File: src/source/mem_params.svh
/*
 * Widths and counts shared by the data cache memory read path.
 * Include this header wherever one of these macros is needed.
 * The package takes its struct widths from here as well.
 */
`ifndef MEM_PARAMS_SVH
`define MEM_PARAMS_SVH

// Number of internal read requesters (miss handler, prefetcher, uncached unit and one spare)
`define MEM_N_REQ 4

// Width of the source index stamped by the arbiter, ceiling of log2 of MEM_N_REQ
`define MEM_SRC_WIDTH 2

`define MEM_ADDR_WIDTH 32 // Byte address toward memory
`define MEM_TAG_WIDTH 4   // Requester-local transaction tag

// Read response data width
`define MEM_DATA_WIDTH 64

`endif

File: src/source/mem_pkg.sv
/*
 * Types for the data cache memory read path.
 * Holds the request and response structs and the skid slice state enum.
 * Modules refer to these types by scoped name.
 */
`default_nettype none

`include "mem_params.svh"

package mem_pkg;

    // Request as issued by one requester, before the arbiter stamps it
    typedef struct packed {
        logic [`MEM_ADDR_WIDTH-1:0] addr; // Read address
        logic [`MEM_TAG_WIDTH-1:0]  tag;  // Requester's own transaction id
    } mem_req_t;

    // Request as seen at the memory port
    typedef struct packed {
        logic [`MEM_SRC_WIDTH-1:0]  src;  // Index of the requester that won arbitration
        logic [`MEM_ADDR_WIDTH-1:0] addr;
        logic [`MEM_TAG_WIDTH-1:0]  tag;
    } mem_req_src_t;

    // Read response coming back from memory
    typedef struct packed {
        logic [`MEM_SRC_WIDTH-1:0]  src;   // Copied from the request and used for routing
        logic [`MEM_TAG_WIDTH-1:0]  tag;   // Copied from the request
        logic [`MEM_DATA_WIDTH-1:0] data;
        logic                       error; // Passed through to the requester untouched
    } mem_resp_t;

    // Occupancy of the two-entry skid slice
    typedef enum logic [1:0] {
        SLICE_EMPTY, // Nothing held and output invalid
        SLICE_ONE,   // Main register holds the output entry
        SLICE_TWO    // Spare register also holds an entry so input ready is low
    } slice_state_e;

endpackage

`default_nettype wire

File: src/source/mem_fxarb.sv
/*
 * Fixed-priority arbiter with grant hold.
 * The lowest-index active request wins, and the grant stays frozen
 * while the downstream ready is low so the payload cannot switch mid-transfer.
 */
`timescale 1ns/1ns
`default_nettype none

module mem_fxarb #(
    parameter int unsigned N = 4 // Number of requesters, 1 or more
) (
    input  logic         clk_i,
    input  logic         reset_i,
    input  logic [N-1:0] req_i,   // One request bit per requester
    input  logic         ready_i, // Downstream accepts in this cycle
    output logic [N-1:0] gnt_o    // One-hot grant, or zero when nothing requests
);

    logic [N-1:0] gnt_lowest; // Lowest-index set bit of req_i
    logic [N-1:0] gnt_held_q; // Grant kept from an earlier cycle that was not accepted
    logic         held;

    // Two's complement trick isolates the lowest set bit
    assign gnt_lowest = req_i & (~req_i + 1'b1);

    assign held = |gnt_held_q;

    // A held grant overrides fresh arbitration
    assign gnt_o = held ? gnt_held_q : gnt_lowest;

    // Hold register
    // When ready is high the granted requester transfers in this cycle, so the next cycle
    // arbitrates afresh
    always_ff @(posedge clk_i) begin
        if (reset_i) begin
            gnt_held_q <= '0;
        end else if (ready_i) begin
            gnt_held_q <= '0; // Transfer done or nothing granted
        end else begin
            gnt_held_q <= gnt_o; // Freeze the current winner, stays zero if idle
        end
    end

endmodule

`default_nettype wire

File: src/source/mem_read_path.sv
/*
 * Memory read path of the data cache.
 * Requests go through the fixed-priority arbiter and the registered slice
 * to the memory port, and responses come back through the source demux.
 */
`timescale 1ns/1ns
`default_nettype none

`include "mem_params.svh"

module mem_read_path (
    input  logic                  clk_i,
    input  logic                  reset_i,

    // Requester request channels
    input  logic [`MEM_N_REQ-1:0] req_valid_i,
    input  mem_pkg::mem_req_t     req_i [`MEM_N_REQ],
    output logic [`MEM_N_REQ-1:0] req_ready_o,

    // Memory request port
    output logic                  mem_req_valid_o,
    output mem_pkg::mem_req_src_t mem_req_o,
    input  logic                  mem_req_ready_i,

    // Memory response port
    input  logic                  mem_resp_valid_i,
    input  mem_pkg::mem_resp_t    mem_resp_i,
    output logic                  mem_resp_ready_o,

    // Requester response channels, payload shared
    output logic [`MEM_N_REQ-1:0] resp_valid_o,
    output mem_pkg::mem_resp_t    resp_o,
    input  logic [`MEM_N_REQ-1:0] resp_ready_i
);

    logic                  arb_valid; // Arbiter to slice handshake
    logic                  arb_ready;
    mem_pkg::mem_req_src_t arb_req;

    mem_req_read_arbiter #(
        .N           (`MEM_N_REQ)
    ) u_arbiter (
        .clk_i       (clk_i),
        .reset_i     (reset_i),
        .req_valid_i (req_valid_i),
        .req_i       (req_i),
        .req_ready_o (req_ready_o),
        .arb_ready_i (arb_ready),
        .arb_valid_o (arb_valid),
        .arb_req_o   (arb_req)
    );

    // Registered stage between the arbiter and memory
    mem_req_slice u_slice (
        .clk_i       (clk_i),
        .reset_i     (reset_i),
        .in_valid_i  (arb_valid),
        .in_req_i    (arb_req),
        .in_ready_o  (arb_ready),
        .out_valid_o (mem_req_valid_o),
        .out_req_o   (mem_req_o),
        .out_ready_i (mem_req_ready_i)
    );

    mem_resp_read_demux #(
        .N                (`MEM_N_REQ)
    ) u_resp_demux (
        .mem_resp_valid_i (mem_resp_valid_i),
        .mem_resp_i       (mem_resp_i),
        .mem_resp_ready_o (mem_resp_ready_o),
        .resp_valid_o     (resp_valid_o),
        .resp_o           (resp_o),
        .resp_ready_i     (resp_ready_i)
    );

endmodule

`default_nettype wire

File: src/source/mem_req_read_arbiter.sv
/*
 * Read request channel arbiter.
 * Picks one requester with the fixed-priority arbiter, forwards its request
 * with the winning index stamped into the source field, and returns the
 * downstream ready to the granted port only.
 */
`timescale 1ns/1ns
`default_nettype none

`include "mem_params.svh"

module mem_req_read_arbiter #(
    parameter int unsigned N = 4 // Number of read requesters
) (
    input  logic                   clk_i,
    input  logic                   reset_i,

    // Requester side
    input  logic [N-1:0]           req_valid_i,
    input  mem_pkg::mem_req_t      req_i [N],
    output logic [N-1:0]           req_ready_o,

    // Toward the request slice
    input  logic                   arb_ready_i,
    output logic                   arb_valid_o,
    output mem_pkg::mem_req_src_t  arb_req_o
);

    logic [N-1:0]              gnt;     // One-hot grant from the arbiter
    mem_pkg::mem_req_t         sel_req; // Granted request before stamping
    logic [`MEM_SRC_WIDTH-1:0] sel_src; // Binary index of the granted requester

    mem_fxarb #(
        .N       (N)
    ) u_fxarb (
        .clk_i   (clk_i),
        .reset_i (reset_i),
        .req_i   (req_valid_i),
        .ready_i (arb_ready_i),
        .gnt_o   (gnt)
    );

    // Grant is derived from valid, so any grant bit means a valid request
    assign arb_valid_o = |(gnt & req_valid_i);

    // One-hot AND-OR multiplexer and grant encoder
    // Only one grant bit is set, so OR-ing the masked terms picks exactly one entry
    always_comb begin
        sel_req = '0;
        sel_src = '0;
        for (int i = 0; i < N; i++) begin
            sel_req = sel_req | ({$bits(mem_pkg::mem_req_t){gnt[i]}} & req_i[i]);
            sel_src = sel_src | ({`MEM_SRC_WIDTH{gnt[i]}} & `MEM_SRC_WIDTH'(i));
        end
    end

    // Stamp the source so the response can find its way back
    assign arb_req_o = '{
        src:  sel_src,
        addr: sel_req.addr,
        tag:  sel_req.tag
    };

    // Ready goes back to the winner alone
    always_comb begin
        for (int i = 0; i < N; i++) begin
            req_ready_o[i] = arb_ready_i & gnt[i] & req_valid_i[i];
        end
    end

endmodule

`default_nettype wire

File: src/source/mem_req_slice.sv
/*
 * Two-entry skid buffer on the request channel toward memory.
 * All outputs, including the input ready, come straight from registers,
 * which cuts the combinational ready path from memory into the arbiter.
 * A full stream passes with one cycle of latency and no bubbles.
 */
`timescale 1ns/1ns
`default_nettype none

module mem_req_slice (
    input  logic                  clk_i,
    input  logic                  reset_i,

    // Input side, from the arbiter
    input  logic                  in_valid_i,
    input  mem_pkg::mem_req_src_t in_req_i,
    output logic                  in_ready_o,

    // Output side, toward memory
    output logic                  out_valid_o,
    output mem_pkg::mem_req_src_t out_req_o,
    input  logic                  out_ready_i
);

    mem_pkg::slice_state_e state_q;
    mem_pkg::slice_state_e state_d;

    mem_pkg::mem_req_src_t main_q;  // Entry presented on the output
    mem_pkg::mem_req_src_t spare_q; // Second entry caught while the output stalls

    logic in_ready_q;
    logic out_valid_q;

    logic push;       // Input transfer in this cycle
    logic pop;        // Output transfer in this cycle
    logic main_load;  // Main register takes a new entry
    logic main_spare; // That entry comes from the spare register instead of the input
    logic spare_load;

    assign push = in_valid_i & in_ready_q;
    assign pop  = out_valid_q & out_ready_i;

    // Next state and register load controls
    always_comb begin
        state_d    = state_q;
        main_load  = 1'b0;
        main_spare = 1'b0;
        spare_load = 1'b0;
        case (state_q)
            mem_pkg::SLICE_EMPTY: begin
                if (push) begin
                    main_load = 1'b1;
                    state_d   = mem_pkg::SLICE_ONE;
                end
            end
            mem_pkg::SLICE_ONE: begin
                if (push && pop) begin
                    main_load = 1'b1; // Streaming, the new entry replaces the departing one
                end else if (push) begin
                    spare_load = 1'b1; // Output stalled so park the new entry
                    state_d    = mem_pkg::SLICE_TWO;
                end else if (pop) begin
                    state_d = mem_pkg::SLICE_EMPTY;
                end
            end
            mem_pkg::SLICE_TWO: begin
                // Input ready is low here, so only a pop can happen
                if (pop) begin
                    main_load  = 1'b1;
                    main_spare = 1'b1; // Older entry moves up and keeps the order
                    state_d    = mem_pkg::SLICE_ONE;
                end
            end
            default: begin
                state_d = mem_pkg::SLICE_EMPTY;
            end
        endcase
    end

    // Control registers
    always_ff @(posedge clk_i) begin
        if (reset_i) begin
            state_q     <= mem_pkg::SLICE_EMPTY;
            in_ready_q  <= 1'b1;
            out_valid_q <= 1'b0;
        end else begin
            state_q     <= state_d;
            in_ready_q  <= (state_d != mem_pkg::SLICE_TWO);   // Room for at least one more
            out_valid_q <= (state_d != mem_pkg::SLICE_EMPTY);
        end
    end

    // Payload registers
    always_ff @(posedge clk_i) begin
        if (main_load) begin
            main_q <= main_spare ? spare_q : in_req_i;
        end
        if (spare_load) begin
            spare_q <= in_req_i;
        end
    end

    assign in_ready_o  = in_ready_q;
    assign out_valid_o = out_valid_q;
    assign out_req_o   = main_q;

endmodule

`default_nettype wire

File: src/source/mem_resp_read_demux.sv
/*
 * Read response router.
 * Sends each memory response to the requester named in its source field.
 * The payload is shared by all requesters and only the valids are split.
 */
`timescale 1ns/1ns
`default_nettype none

module mem_resp_read_demux #(
    parameter int unsigned N = 4 // Number of read requesters
) (
    // From memory
    input  logic               mem_resp_valid_i,
    input  mem_pkg::mem_resp_t mem_resp_i,
    output logic               mem_resp_ready_o,

    // Toward the requesters
    output logic [N-1:0]       resp_valid_o,
    output mem_pkg::mem_resp_t resp_o,
    input  logic [N-1:0]       resp_ready_i
);

    logic [N-1:0] src_match; // One-hot decode of the source field

    // A source of N or more matches nothing, so that response stalls with ready low
    always_comb begin
        for (int i = 0; i < N; i++) begin
            src_match[i] = (int'(mem_resp_i.src) == i);
        end
    end

    assign resp_valid_o = {N{mem_resp_valid_i}} & src_match;

    // Memory sees the ready of the addressed requester only
    assign mem_resp_ready_o = |(resp_ready_i & src_match);

    assign resp_o = mem_resp_i; // Error bit and data pass through unchanged

endmodule

`default_nettype wire
File: config.mk
export PLATFORM = sky130hd
export DESIGN_NAME = mem_read_path
export DESIGN_NICKNAME = d
export VERILOG_FILES = /design/src/source/mem_pkg.sv /design/src/source/mem_fxarb.sv /design/src/source/mem_read_path.sv /design/src/source/mem_req_read_arbiter.sv /design/src/source/mem_req_slice.sv /design/src/source/mem_resp_read_demux.sv
export VERILOG_INCLUDE_DIRS = /design/src /design/src/source
export SDC_FILE = /design/constraint.sdc
export NUM_CORES = 1
export LEC_CHECK = 0
export ABC_AREA = 1
export BUFFER_PORTS_ARGS = -buffer_cell sky130_fd_sc_hd__buf_2
export CAP_MARGIN = 20
export CORE_UTILIZATION = 30
export CTS_BUF_LIST = sky130_fd_sc_hd__clkbuf_8
export CTS_CLUSTER_DIAMETER = 30
export CTS_CLUSTER_SIZE = 25
export DETAILED_ROUTE_END_ITERATION = 8
export MAX_ROUTING_LAYER = met4
export SLEW_MARGIN = 20
export SYNTH_ARGS = -nofsm -noshare
export SYNTH_HDL_FRONTEND = slang
export SYNTH_HIERARCHICAL = 1
export SYNTH_SLANG_ARGS = --single-unit
File: constraint.sdc
create_clock -name clk_i -period 3.8 [get_ports clk_i]
set_input_delay 0.76 -clock clk_i [delete_from_list [all_inputs] [get_ports clk_i]]
set_output_delay 0.76 -clock clk_i [all_outputs]
set_load 0.05 [all_outputs]
==> impl_results.md, run 1 <==
- Status: complete, no violations
- Synth top cells by count: nand2_1, inv_1, buf_4
- Hpwl dp: just over 10,000 um
- Pre-CTS setup slack: 0.9709 ns
- Iteration count of the initial detailed-routing pass: 4
- Die area: roughly 18,000 um^2
- Total internal power: around 1800 uW
- Met3 wire len: around 950 um
- Global-route wire length before repair: approximately 21,000 um
- CTS tree: done
- Total CTS buffers: 9
- WP buf/inv: 4
- Comb pwr share: 27.8%
- Clock slew at reported path FFs: roughly 0.080 ns
- Count of yosys warnings during synthesis: 6
- Worst path most repeated cell: nor2_1
- Via density: 4.035
- Nets: ~1,100
- Worst setup margin: 1.207 ns
- Initial Util: 30.65%
- Cells after synthesis: 708
- WL met1: 5908 um
- Worst slew pin tran: 0.8967 ns
- Total power: around 2700 uW
- Max-slew violations: 0
- Hold EP: u_arbiter/u_fxarb/gnt_held_q[1]
- Gr usage total: between 10% and 20%
- Yosys top cell by area: edfxtp_1
- Hold Crit Depth: 2
- Initial antenna violation count: 0
- Hold wc startpoint: u_arbiter/u_fxarb/gnt_held_q[1]
- Netlist cell types: 22
- Worst EP arrival: ~1.8 ns
- Final std cells w/o fill: between 1,000 and 1,500
- Die W: roughly 130 um
- Avg Synthesized Cell Area: 7.461 um^2
- Post-route cell area: a little over 6000 um^2
- Sequential power share: 43.4%
- Mapped Area: between 5000 and 6000 um^2
- Final worst-path cycle share: between 60% and 70%
- Synth top area share: between 40% and 50%
- H-Tree Depth: 3
- ANT nets after route: 0
- Startpoint Class: input port
- Clock root buffer: clkbuf_8
- DRC: 0
- Seq cells post-synth: 84
- Setup TNS: 0 ns
- Die Ht: around 130 um
- Most common cell in the netlist: nand2_1
- Synth async-reset ratio: 0%
- Hold Buf Count CTS: 0
- Worst clock skew: a little under 0.008 ns
- Cell area after placement: ~6000 um^2
- Net Sw Power: ~900 uW
- Slew margin rel.: around two fifths
- Slowest cell on crit path: buf_2
- Routed vias: ~4,300
- PwrDens: 437.4 nW/um^2
- Top cells by area, synth: edfxtp_1, nand2_1, buf_4
- Critical path class: input port to primary output
- Tmin final: approximately 2.6 ns
- Per-cell routed wire length: 13.07 um
- Met2 wire len: 6703 um
- Post-Synthesis Net Count: 935
- Ys flop type: edfxtp_1
- Peak supply drop: 0.1510 mV
- Worst min path class: register to register
- Crit. End Element: primary output
- Core area: approximately 17,000 um^2
- Final Hold Vio Count: 0
- Number of synthesized flops with an enable pin: 76
- Worst-case clock buffer depth: 2
- Max Cap Viol: 0
- Crit-path max FO: 3
- Crit Reg-Reg Startpoint: u_arbiter/u_fxarb/gnt_held_q[3]
- Worst Setup SP: req_valid_i[1]
- Uppermost layer routed: met4
- Starting DRT DRC Count: ~150
- Clock sinks: 84
- Vias in the first global route: ~4,000
- RSZ-0062 raised after global routing: false
- Pleak: 0.003409 uW
- Net Sw Frac: roughly a third
- FF-to-FF End: u_slice/out_req_o[17]
- Slowest Stage Delay on Critical Path: 0.30 ns
- R2R setup slack: 1.47 ns
- Row Count: 48
- Cell family with most CP delay: buffers and inverters
- Post-Place Cells: 1,051
- Seq/Total Area, Yosys: roughly 46%
- Required time worst endpoint: about 3 ns
- Clock power frac: between 20% and 30%
- # Post-CTS Setup Buffers: 0
- Port bufs: 207
- GPL Wtd Cong: about 0.77
- Synth-to-Final Area Change: 17.53%
- N_diodes: 0
- Crit path cell chain: buf_2 > inv_1 > nand3_1 > nor2_1 > nor2_1 > inv_1 > nand2_1 > nor2_1 > buf_2
- Clock Latency Late Sink: 0.37 ns
- Setup Viol. Count Final: 0
- R2r worst-path depth: 14
- Routed WL: between 10,000 and 15,000 um
- PostCTS Resize Cnt: 0
- Congestion Overflow GR: 0
- FMAX: slightly below 400 MHz
- # IOs: between 300 and 400
- Layout cells sized above 1: between 20% and 30%
- Largest net degree at the start of global routing: between 70 and 80
==> power by group through the flow <==
| stage | clock network (uW) | registers (uW) | logic [uW] |
|---|---|---|---|
| 2_1_floorplan | 0 | 1460 | 456 |
| 3_3_place_gp | 0 | 1200 | 762 |
| 3_5_place_dp | 0 | 1200 | 767 |
| 4_1_cts | 812 | 1180 | 769 |
| 5_1_grt | 844 | 1190 | 825 |
| 6_report | 781 | 1180 | 756 |
==> stage by stage <==
stage               hold slack [ns]  utilization (%)
floorplan                    0.4515                -
finish                       0.4844            36.02
CTS                          0.4896            36.02
detailed placement           0.4755            34.60
global route                 0.5280            36.02
global placement             0.4779            34.60
==> layer usage <==
layer | GRT usage [%] | vias up
met5 | - | -
met4 | 7.428 | 0
met3 | 4.167 | 30
met2 | 27.06 | 148
met1 | 17.95 | 1830
li1 | - | 2297
==> flip-flops by register name, indices dropped and copies added (netlist names) <==
name and flops:
u_arbiter/u_fxarb/gnt_held_q 4, u_slice/spare_q 38, u_slice/out_valid_o 1, u_slice/in_ready_o 1, u_slice/out_req_o 38, u_slice/state_q 2
==> cell usage in the layout, fill, tap and decap left out, drive strengths merged <==
master and n:
a21oi 4, buf 213, bufinv 3, clkbuf 9
clkinv 1, dfxtp 8, edfxtp 76, inv 136
nand2 324, nand3 6, nor2 16, nor3 4
o21ai 39, or2 3
==> kinds of logic after synthesis <==
| kind of cell | synth area share, % |
|---|---|
| AND/OR/NAND/NOR | 25.84 |
| flip-flops | 46.23 |
| AO/OA/AOI/OAI | 4.784 |
| buffers and inverters | 23.14 |
==> how the worst max path moves through the flow <==
stage                                  endpoint  slack [ns]  cells past startpoint
after floorplan            u_slice/out_req_o[0]        0.12                     14
after global placement    u_slice/out_req_o[25]        1.01                     15
after detailed placement  u_slice/out_req_o[31]        0.97                     15
after CTS                        req_ready_o[2]        1.20                      9
after global routing             req_ready_o[2]        1.09                      9
final                            req_ready_o[2]        1.21                      9
==> final cells by class <==
| type | instances | area, um^2 |
|---|---|---|
| well taps | 225 | 281.5 |
| clock inverters | 7 | 120.1 |
| flip-flops and latches | 84 | 2442 |
| clock buffers | 9 | 123.9 |
| repair buffers | 213 | 1106 |
| multi-input cells | 396 | 1635 |
| inverters | 133 | 499.2 |
| fillers | 1830 | 11030 |
==> worst register-to-register path, cell delays in order (launching register included) <==
cell     delay (ns)
dfxtp_1        0.32
inv_1          0.10
nand2_1        0.08
nor2_2         0.14
nand2_1        0.09
nand2_1        0.09
nand2_1        0.07
nand2_1        0.06
inv_1          0.04
nand2_1        0.08
nand2_1        0.07
nand2_1        0.06
nand2_1        0.09
nor2_4         0.49
buf_12         0.26
Power figures use the tool's default switching activity.
==> run 2, diff against run 1 <==
==> constraint.sdc (replaced) <==
create_clock -name clk_i -period 2.2 [get_ports clk_i]
set_input_delay 0.44 -clock clk_i [delete_from_list [all_inputs] [get_ports clk_i]]
set_output_delay 0.44 -clock clk_i [all_outputs]
set_load 0.05 [all_outputs]
==> run 2 against run 1 <==
Against the previous run:
- cell area increased by 1.2%
- setup slack worse by 1.1 ns
- clock-buffer cell count unchanged
- clock skew up 0.0037 ns
- via count increased by 0.30%
- register-to-register slack lost 1.2 ns
==> impl_results.md, run 2 (synthesized netlist as in run 1, its figures left out) <==
- Total internal power: 3009 uW (+68%)
- Crit Reg-Reg Startpoint: u_arbiter/u_fxarb/gnt_held_q[3]
- H-Tree Depth: 3 (unchanged)
- Final Hold Vio Count: 0 (unchanged)
- Die Ht: 134.7 um (unchanged)
- WHS: 0.3260 ns (-0.1584 ns)
- Per-cell routed wire length: 12.45 um (-4.8%)
- Slew margin rel.: 68.28% (+28 points)
- FILL cells: 1,822 (-0.44%)
- N_diodes: 0 (unchanged)
- Core Util, Final: 36.47% (+0.45 points)
- Hold EP: u_slice/in_ready_o
- FF-to-FF End: u_slice/out_req_o[20]
- Critical path class: register to primary output
- # Post-CTS Setup Buffers: 0 (unchanged)
- Port bufs: 207 (unchanged)
- Starting DRT DRC Count: 198 (+34%)
- Tmin final: approximately 2.1 ns
- Total CTS buffers: 9 (unchanged)
- Row Count: 48 (unchanged)
- Die area: 18,140 um^2 (unchanged)
- Clock power frac: 26.9% (-1.8 points)
- Vias in the first global route: 3,900 (-3.2%)
- CTS tree: done
- Peak supply drop: 0.2777 mV (+84%)
- Comb pwr share: 28.9% (+1.1 points)
- Required time worst endpoint: 1.76 ns (-1.28 ns)
- Worst EP arrival: 1.61 ns (-0.22 ns)
- RSZ-0062 raised after global routing: false
- Nets: 1,068 (+0.38%)
- Routed WL: 13,330 um (-4.4%)
- FMAX: about 490 MHz
- Pleak: 0.003429 uW (+0.57%)
- Core area: 17,240 um^2 (unchanged)
- Crit. End Element: primary output
- Total power: 4596 uW (+69%)
- ANT nets after route: 0 (unchanged)
- Hold Crit Depth: 3 (+1)
- Gr usage total: 15.30% (-0.83 points)
- Synth-to-Final Area Change: 19.00%
- R2R setup slack: 0.32 ns (-1.15 ns)
- Setup Viol. Count Final: 0 (unchanged)
- Hpwl dp: 10,140 um (-0.54%)
- Net Sw Power: 1587 uW (+72%)
- Status: complete, no violations
- Largest net degree at the start of global routing: 77 (unchanged)
- Worst-case clock buffer depth: 2 (unchanged)
- Clock root buffer: clkbuf_8
- Hold Buf Count CTS: 0 (unchanged)
- Most frequent cells in the layout: nand2_1, buf_2, inv_1
- Net Sw Frac: 34.52% (+0.65 points)
- Crit-path max FO: 3 (unchanged)
- Initial antenna violation count: 0 (unchanged)
- Cell area after placement: 6063 um^2 (+1.7%)
- Layout cells sized above 1: 30.85% (+1.0 points)
- Sequential power share: 44.2% (+0.8 points)
- DRC: 0 (unchanged)
- Global-route wire length before repair: 20,040 um (-5.3%)
- Post-route cell area: 6286 um^2 (+1.2%)
- Max Cap Viol: 0 (unchanged)
- Congestion Overflow GR: 0 (unchanged)
- Clock sinks: 84 (unchanged)
- Die W: 134.7 um (unchanged)
- Initial Util: 30.65% (unchanged)
- Most common cell after layout, fill and taps aside: nand2_1
- Clock slew at reported path FFs: 0.08 ns (about the same)
- Final worst-path cycle share: between 90% and 100%
- Routed vias: 4,318 (+0.30%)
- Setup TNS: 0 ns (unchanged)
- Clock Latency Late Sink: 0.38 ns (about the same)
- PwrDens: 731.1 nW/um^2 (+67%)
- Iteration count of the initial detailed-routing pass: 4 (unchanged)
- Worst min path class: input port to register
- PostCTS Resize Cnt: 0 (unchanged)
- Worst slew pin tran: 0.4758 ns (-0.4210 ns)
- Max-slew violations: 0 (unchanged)
- # IOs: 346 (unchanged)
- Startpoint Class: register
- R2r worst-path depth: 14 (unchanged)
- GPL Wtd Cong: 0.7453 (-3.0%)
- Hold wc startpoint: reset_i
- Via density: 4.032 (about the same)
- Worst clock skew: 0.01158 ns (+0.003668 ns)
==> run 2: power groups by stage <==
| stage | sequential [uW] | clock [uW] | combinational [uW] |
|---|---|---|---|
| 2_1_floorplan | 2520 | 0 | 800 |
| 3_3_place_gp | 2070 | 0 | 1340 |
| 3_5_place_dp | 2070 | 0 | 1350 |
| 4_1_cts | 2040 | 1290 | 1350 |
| 5_1_grt | 2050 | 1340 | 1450 |
| 6_report | 2030 | 1240 | 1330 |
==> run 2: per-layer routing <==
layer	share of wire, %	track usage [%]	vias to the layer above
met5	0	-	-
met4	4.3	9.800	0
met3	7.3	4.317	42
met2	49	25.66	162
met1	40	15.76	1804
li1	-	-	2310
==> run 2: area by class of cell <==
cell class / instances / area, um^2 / share of cell area (%)
inverters: 133 / 523.0 / 8.320
clock inverters: 7 / 98.84 / 1.572
clock buffers: 9 / 123.9 / 1.971
repair buffers: 217 / 1174 / 18.67
multi-input cells: 396 / 1643 / 26.13
well taps: 225 / 281.5 / 4.479
flip-flops and latches: 84 / 2442 / 38.85
==> run 2: critical path: stages, from the launching register on <==
cell and delay [ns]:
dfxtp_1 0.33, nor2_1 0.10, nand2_1 0.06, nor2_1 0.10, nor2_1 0.06, inv_1 0.08
nand2_1 0.07, nor2_1 0.14, buf_2 0.29
==> run 2: per-stage QoR <==
step / std cells / worst slack, ns
finish: 1071 / 0.1491
global route: 1071 / 0.01967
CTS: 1071 / 0.1070
detailed placement: 1055 / 0.1066
global placement: 1055 / 0.1466
floorplan: 708 / -0.03384
==> run 2: how the worst max path moves through the flow <==
stage                                          from               endpoint  slack, ns  cells after the start
finish              u_arbiter/u_fxarb/gnt_held_q[0]         req_ready_o[2]       0.15                      8
global route        u_arbiter/u_fxarb/gnt_held_q[0]         req_ready_o[0]       0.02                      8
CTS                 u_arbiter/u_fxarb/gnt_held_q[0]         req_ready_o[2]       0.11                      8
detailed placement                   req_valid_i[0]  u_slice/out_req_o[22]       0.11                     15
global placement                     req_valid_i[0]  u_slice/out_req_o[25]       0.15                     15
floorplan                            req_valid_i[0]   u_slice/out_req_o[0]      -0.03                     14
==> run 3, diff against run 2 <==
--- a/config.mk
+++ b/config.mk
@@ -15,6 +15,7 @@
 export CTS_CLUSTER_SIZE = 25
 export DETAILED_ROUTE_END_ITERATION = 8
 export MAX_ROUTING_LAYER = met4
+export REMOVE_ABC_BUFFERS = 1
 export SLEW_MARGIN = 20
 export SYNTH_ARGS = -nofsm -noshare
 export SYNTH_HDL_FRONTEND = slang
==> run 3 against run 2 <==
Against the previous run:
- maximum frequency grew 1.7%
- core utilization shrank 0.12 points
- worst hold slack gained 0.038 ns
- non-clock buffer count shrank 1
- critical path depth is the same
==> impl_results.md, run 3 (synthesized netlist as in run 1, its figures left out) <==
- Die area: 18,140 um^2 (unchanged)
- Clock Latency Late Sink: 0.37 ns (about the same)
- Per-cell routed wire length: 17.52 um (+41%)
- GPL Wtd Cong: 0.8350 (+12%)
- Startpoint Class: register
- Die W: 134.7 um (unchanged)
- DRC: 0 (unchanged)
- Die Ht: 134.7 um (unchanged)
- Clock root buffer: clkbuf_8
- # IOs: 346 (unchanged)
- Required time worst endpoint: 1.76 ns (about the same)
- Crit. End Element: primary output
- Row Count: 48 (unchanged)
- Most common cell after layout, fill and taps aside: nand2_1
- Layout cells sized above 1: 30.06% (-0.79 points)
- Net Sw Frac: 33.27% (-1.3 points)
- H-Tree Depth: 3 (unchanged)
- Total power: 4668 uW (+1.6%)
- Worst min path class: input port to register
- Crit path cell chain: inv_1 > nand2_1 > nor2_2 > nand2_1 > nand2_1 > nand2_1 > nor2_1 > buf_2
- Initial Util: 30.65% (unchanged)
- Final worst-path cycle share: 91.67% (-1.6 points)
- Largest net degree at the start of global routing: 77 (unchanged)
- Initial antenna violation count: 0 (unchanged)
- Setup Viol. Count Final: 0 (unchanged)
- Sequential power share: 43.8% (-0.4 points)
- Global-route wire length before repair: 25,940 um (+29%)
- Peak supply drop: 0.3151 mV (+13%)
- Core area: 17,240 um^2 (unchanged)
- Max-slew violations: 0 (unchanged)
- Net Sw Power: 1553 uW (-2.1%)
- Clock sinks: 84 (unchanged)
- Clock power frac: 27.9% (+1.0 points)
- Starting DRT DRC Count: 210 (+6.1%)
- Hpwl dp: 15,410 um (+52%)
- Post-Place Cells: 1,054 (-0.095%)
- Critical path class: register to primary output
- Routed vias: 4,433 (+2.7%)
- FMAX: 495.9 MHz (+1.7%)
- Tmin final: 2.017 ns (-0.03422 ns)
- Worst EP arrival: 1.58 ns (-0.03 ns)
- Clock slew at reported path FFs: 0.08 ns (about the same)
- PostCTS Resize Cnt: 0 (unchanged)
- Most frequent cells in the layout: nand2_1, buf_2, inv_1
- Total CTS buffers: 9 (unchanged)
- Slowest Stage Delay on Critical Path: 0.32 ns (about the same)
- RSZ-0062 raised after global routing: false
- Worst clock skew: 0.01085 ns (-0.0007266 ns)
- Slowest cell on crit path: dfxtp_1
- Status: complete, no violations
- Congestion Overflow GR: 0 (unchanged)
- Routed WL: 18,750 um (+41%)
- Comb pwr share: 28.3% (-0.6 points)
- Core Util, Final: 36.35% (-0.12 points)
- Gr usage total: 21.48% (+6.2 points)
- # Post-CTS Setup Buffers: 0 (unchanged)
- Iteration count of the initial detailed-routing pass: 4 (unchanged)
- Final Hold Vio Count: 0 (unchanged)
- Port bufs: 207 (unchanged)
- Setup TNS: 0 ns (unchanged)
- N_diodes: 0 (unchanged)
- PwrDens: 745.1 nW/um^2 (+1.9%)
- Crit-path max FO: 3 (unchanged)
- Hold Buf Count CTS: 0 (unchanged)
- Worst-case clock buffer depth: 2 (unchanged)
- Worst path most repeated cell: nand2_1
- Final std cells w/o fill: 1,070 (-0.093%)
- Pleak: 0.003439 uW (+0.31%)
- CTS tree: done
- Via density: 4.143 (+2.8%)
- Vias in the first global route: 4,020 (+3.1%)
- ANT nets after route: 0 (unchanged)
- Worst slew pin tran: 0.4659 ns (-0.009857 ns)
- Nets: 1,067 (-0.094%)
- Max Cap Viol: 0 (unchanged)
- Total internal power: 3115 uW (+3.5%)
- Synth-to-Final Area Change: 18.59%
- Slew margin rel.: 68.94% (+0.66 points)
[run 3: per-stage QoR]
stage | hold slack, ns | setup WS (ns) | cell area [um^2]
floorplan | 0.4515 | -1.654 | 4559
finish | 0.3639 | 0.1833 | 6265
CTS | 0.3307 | 0.1551 | 6265
global placement | 0.4752 | 0.1392 | 6025
detailed placement | 0.4738 | 0.1010 | 6025
global route | 0.3433 | 0.04820 | 6265
[run 3: per-layer routing]
metal	part of all wire (%)	global-route usage, %
met1	34	18.84
met3	22	21.70
met5	0	-
met2	44	32.73
met4	0.55	3.558
[run 3: area by class of cell]
class / count / area (um^2)
fillers: 1845 / 10970
flip-flops and latches: 84 / 2442
multi-input cells: 396 / 1635
repair buffers: 216 / 1166
inverters: 133 / 499.2
well taps: 225 / 281.5
clock buffers: 9 / 123.9
clock inverters: 7 / 116.4
[run 3: final timing paths]
path                            depth (start not counted)                               to  slack (ns)                       startpoint
worst max register to register                         14            u_slice/out_req_o[15]        0.22  u_arbiter/u_fxarb/gnt_held_q[3]
worst max-delay path                                    8                   req_ready_o[1]        0.18  u_arbiter/u_fxarb/gnt_held_q[3]
worst min register to register                          2  u_arbiter/u_fxarb/gnt_held_q[0]        0.49  u_arbiter/u_fxarb/gnt_held_q[0]
worst min-delay path                                    3               u_slice/in_ready_o        0.36                          reset_i
[run 3: power groups by stage]
| stage | Clock (uW) | Sequential (uW) | Combinational, uW |
|---|---|---|---|
| 6_report | 1300 | 2040 | 1320 |
| 5_1_grt | 1410 | 2060 | 1440 |
| 4_1_cts | 1360 | 2050 | 1340 |
| 3_5_place_dp | 0 | 2080 | 1340 |
| 3_3_place_gp | 0 | 2080 | 1330 |
| 2_1_floorplan | 0 | 2530 | 413 |
[run 3: worst max-delay path: cells and delay by family (launching register included)]
family                 cells  cell delay (ns)
and+or+nand+nor            6             0.53
buffers and inverters      2             0.37
DFF                        1             0.32
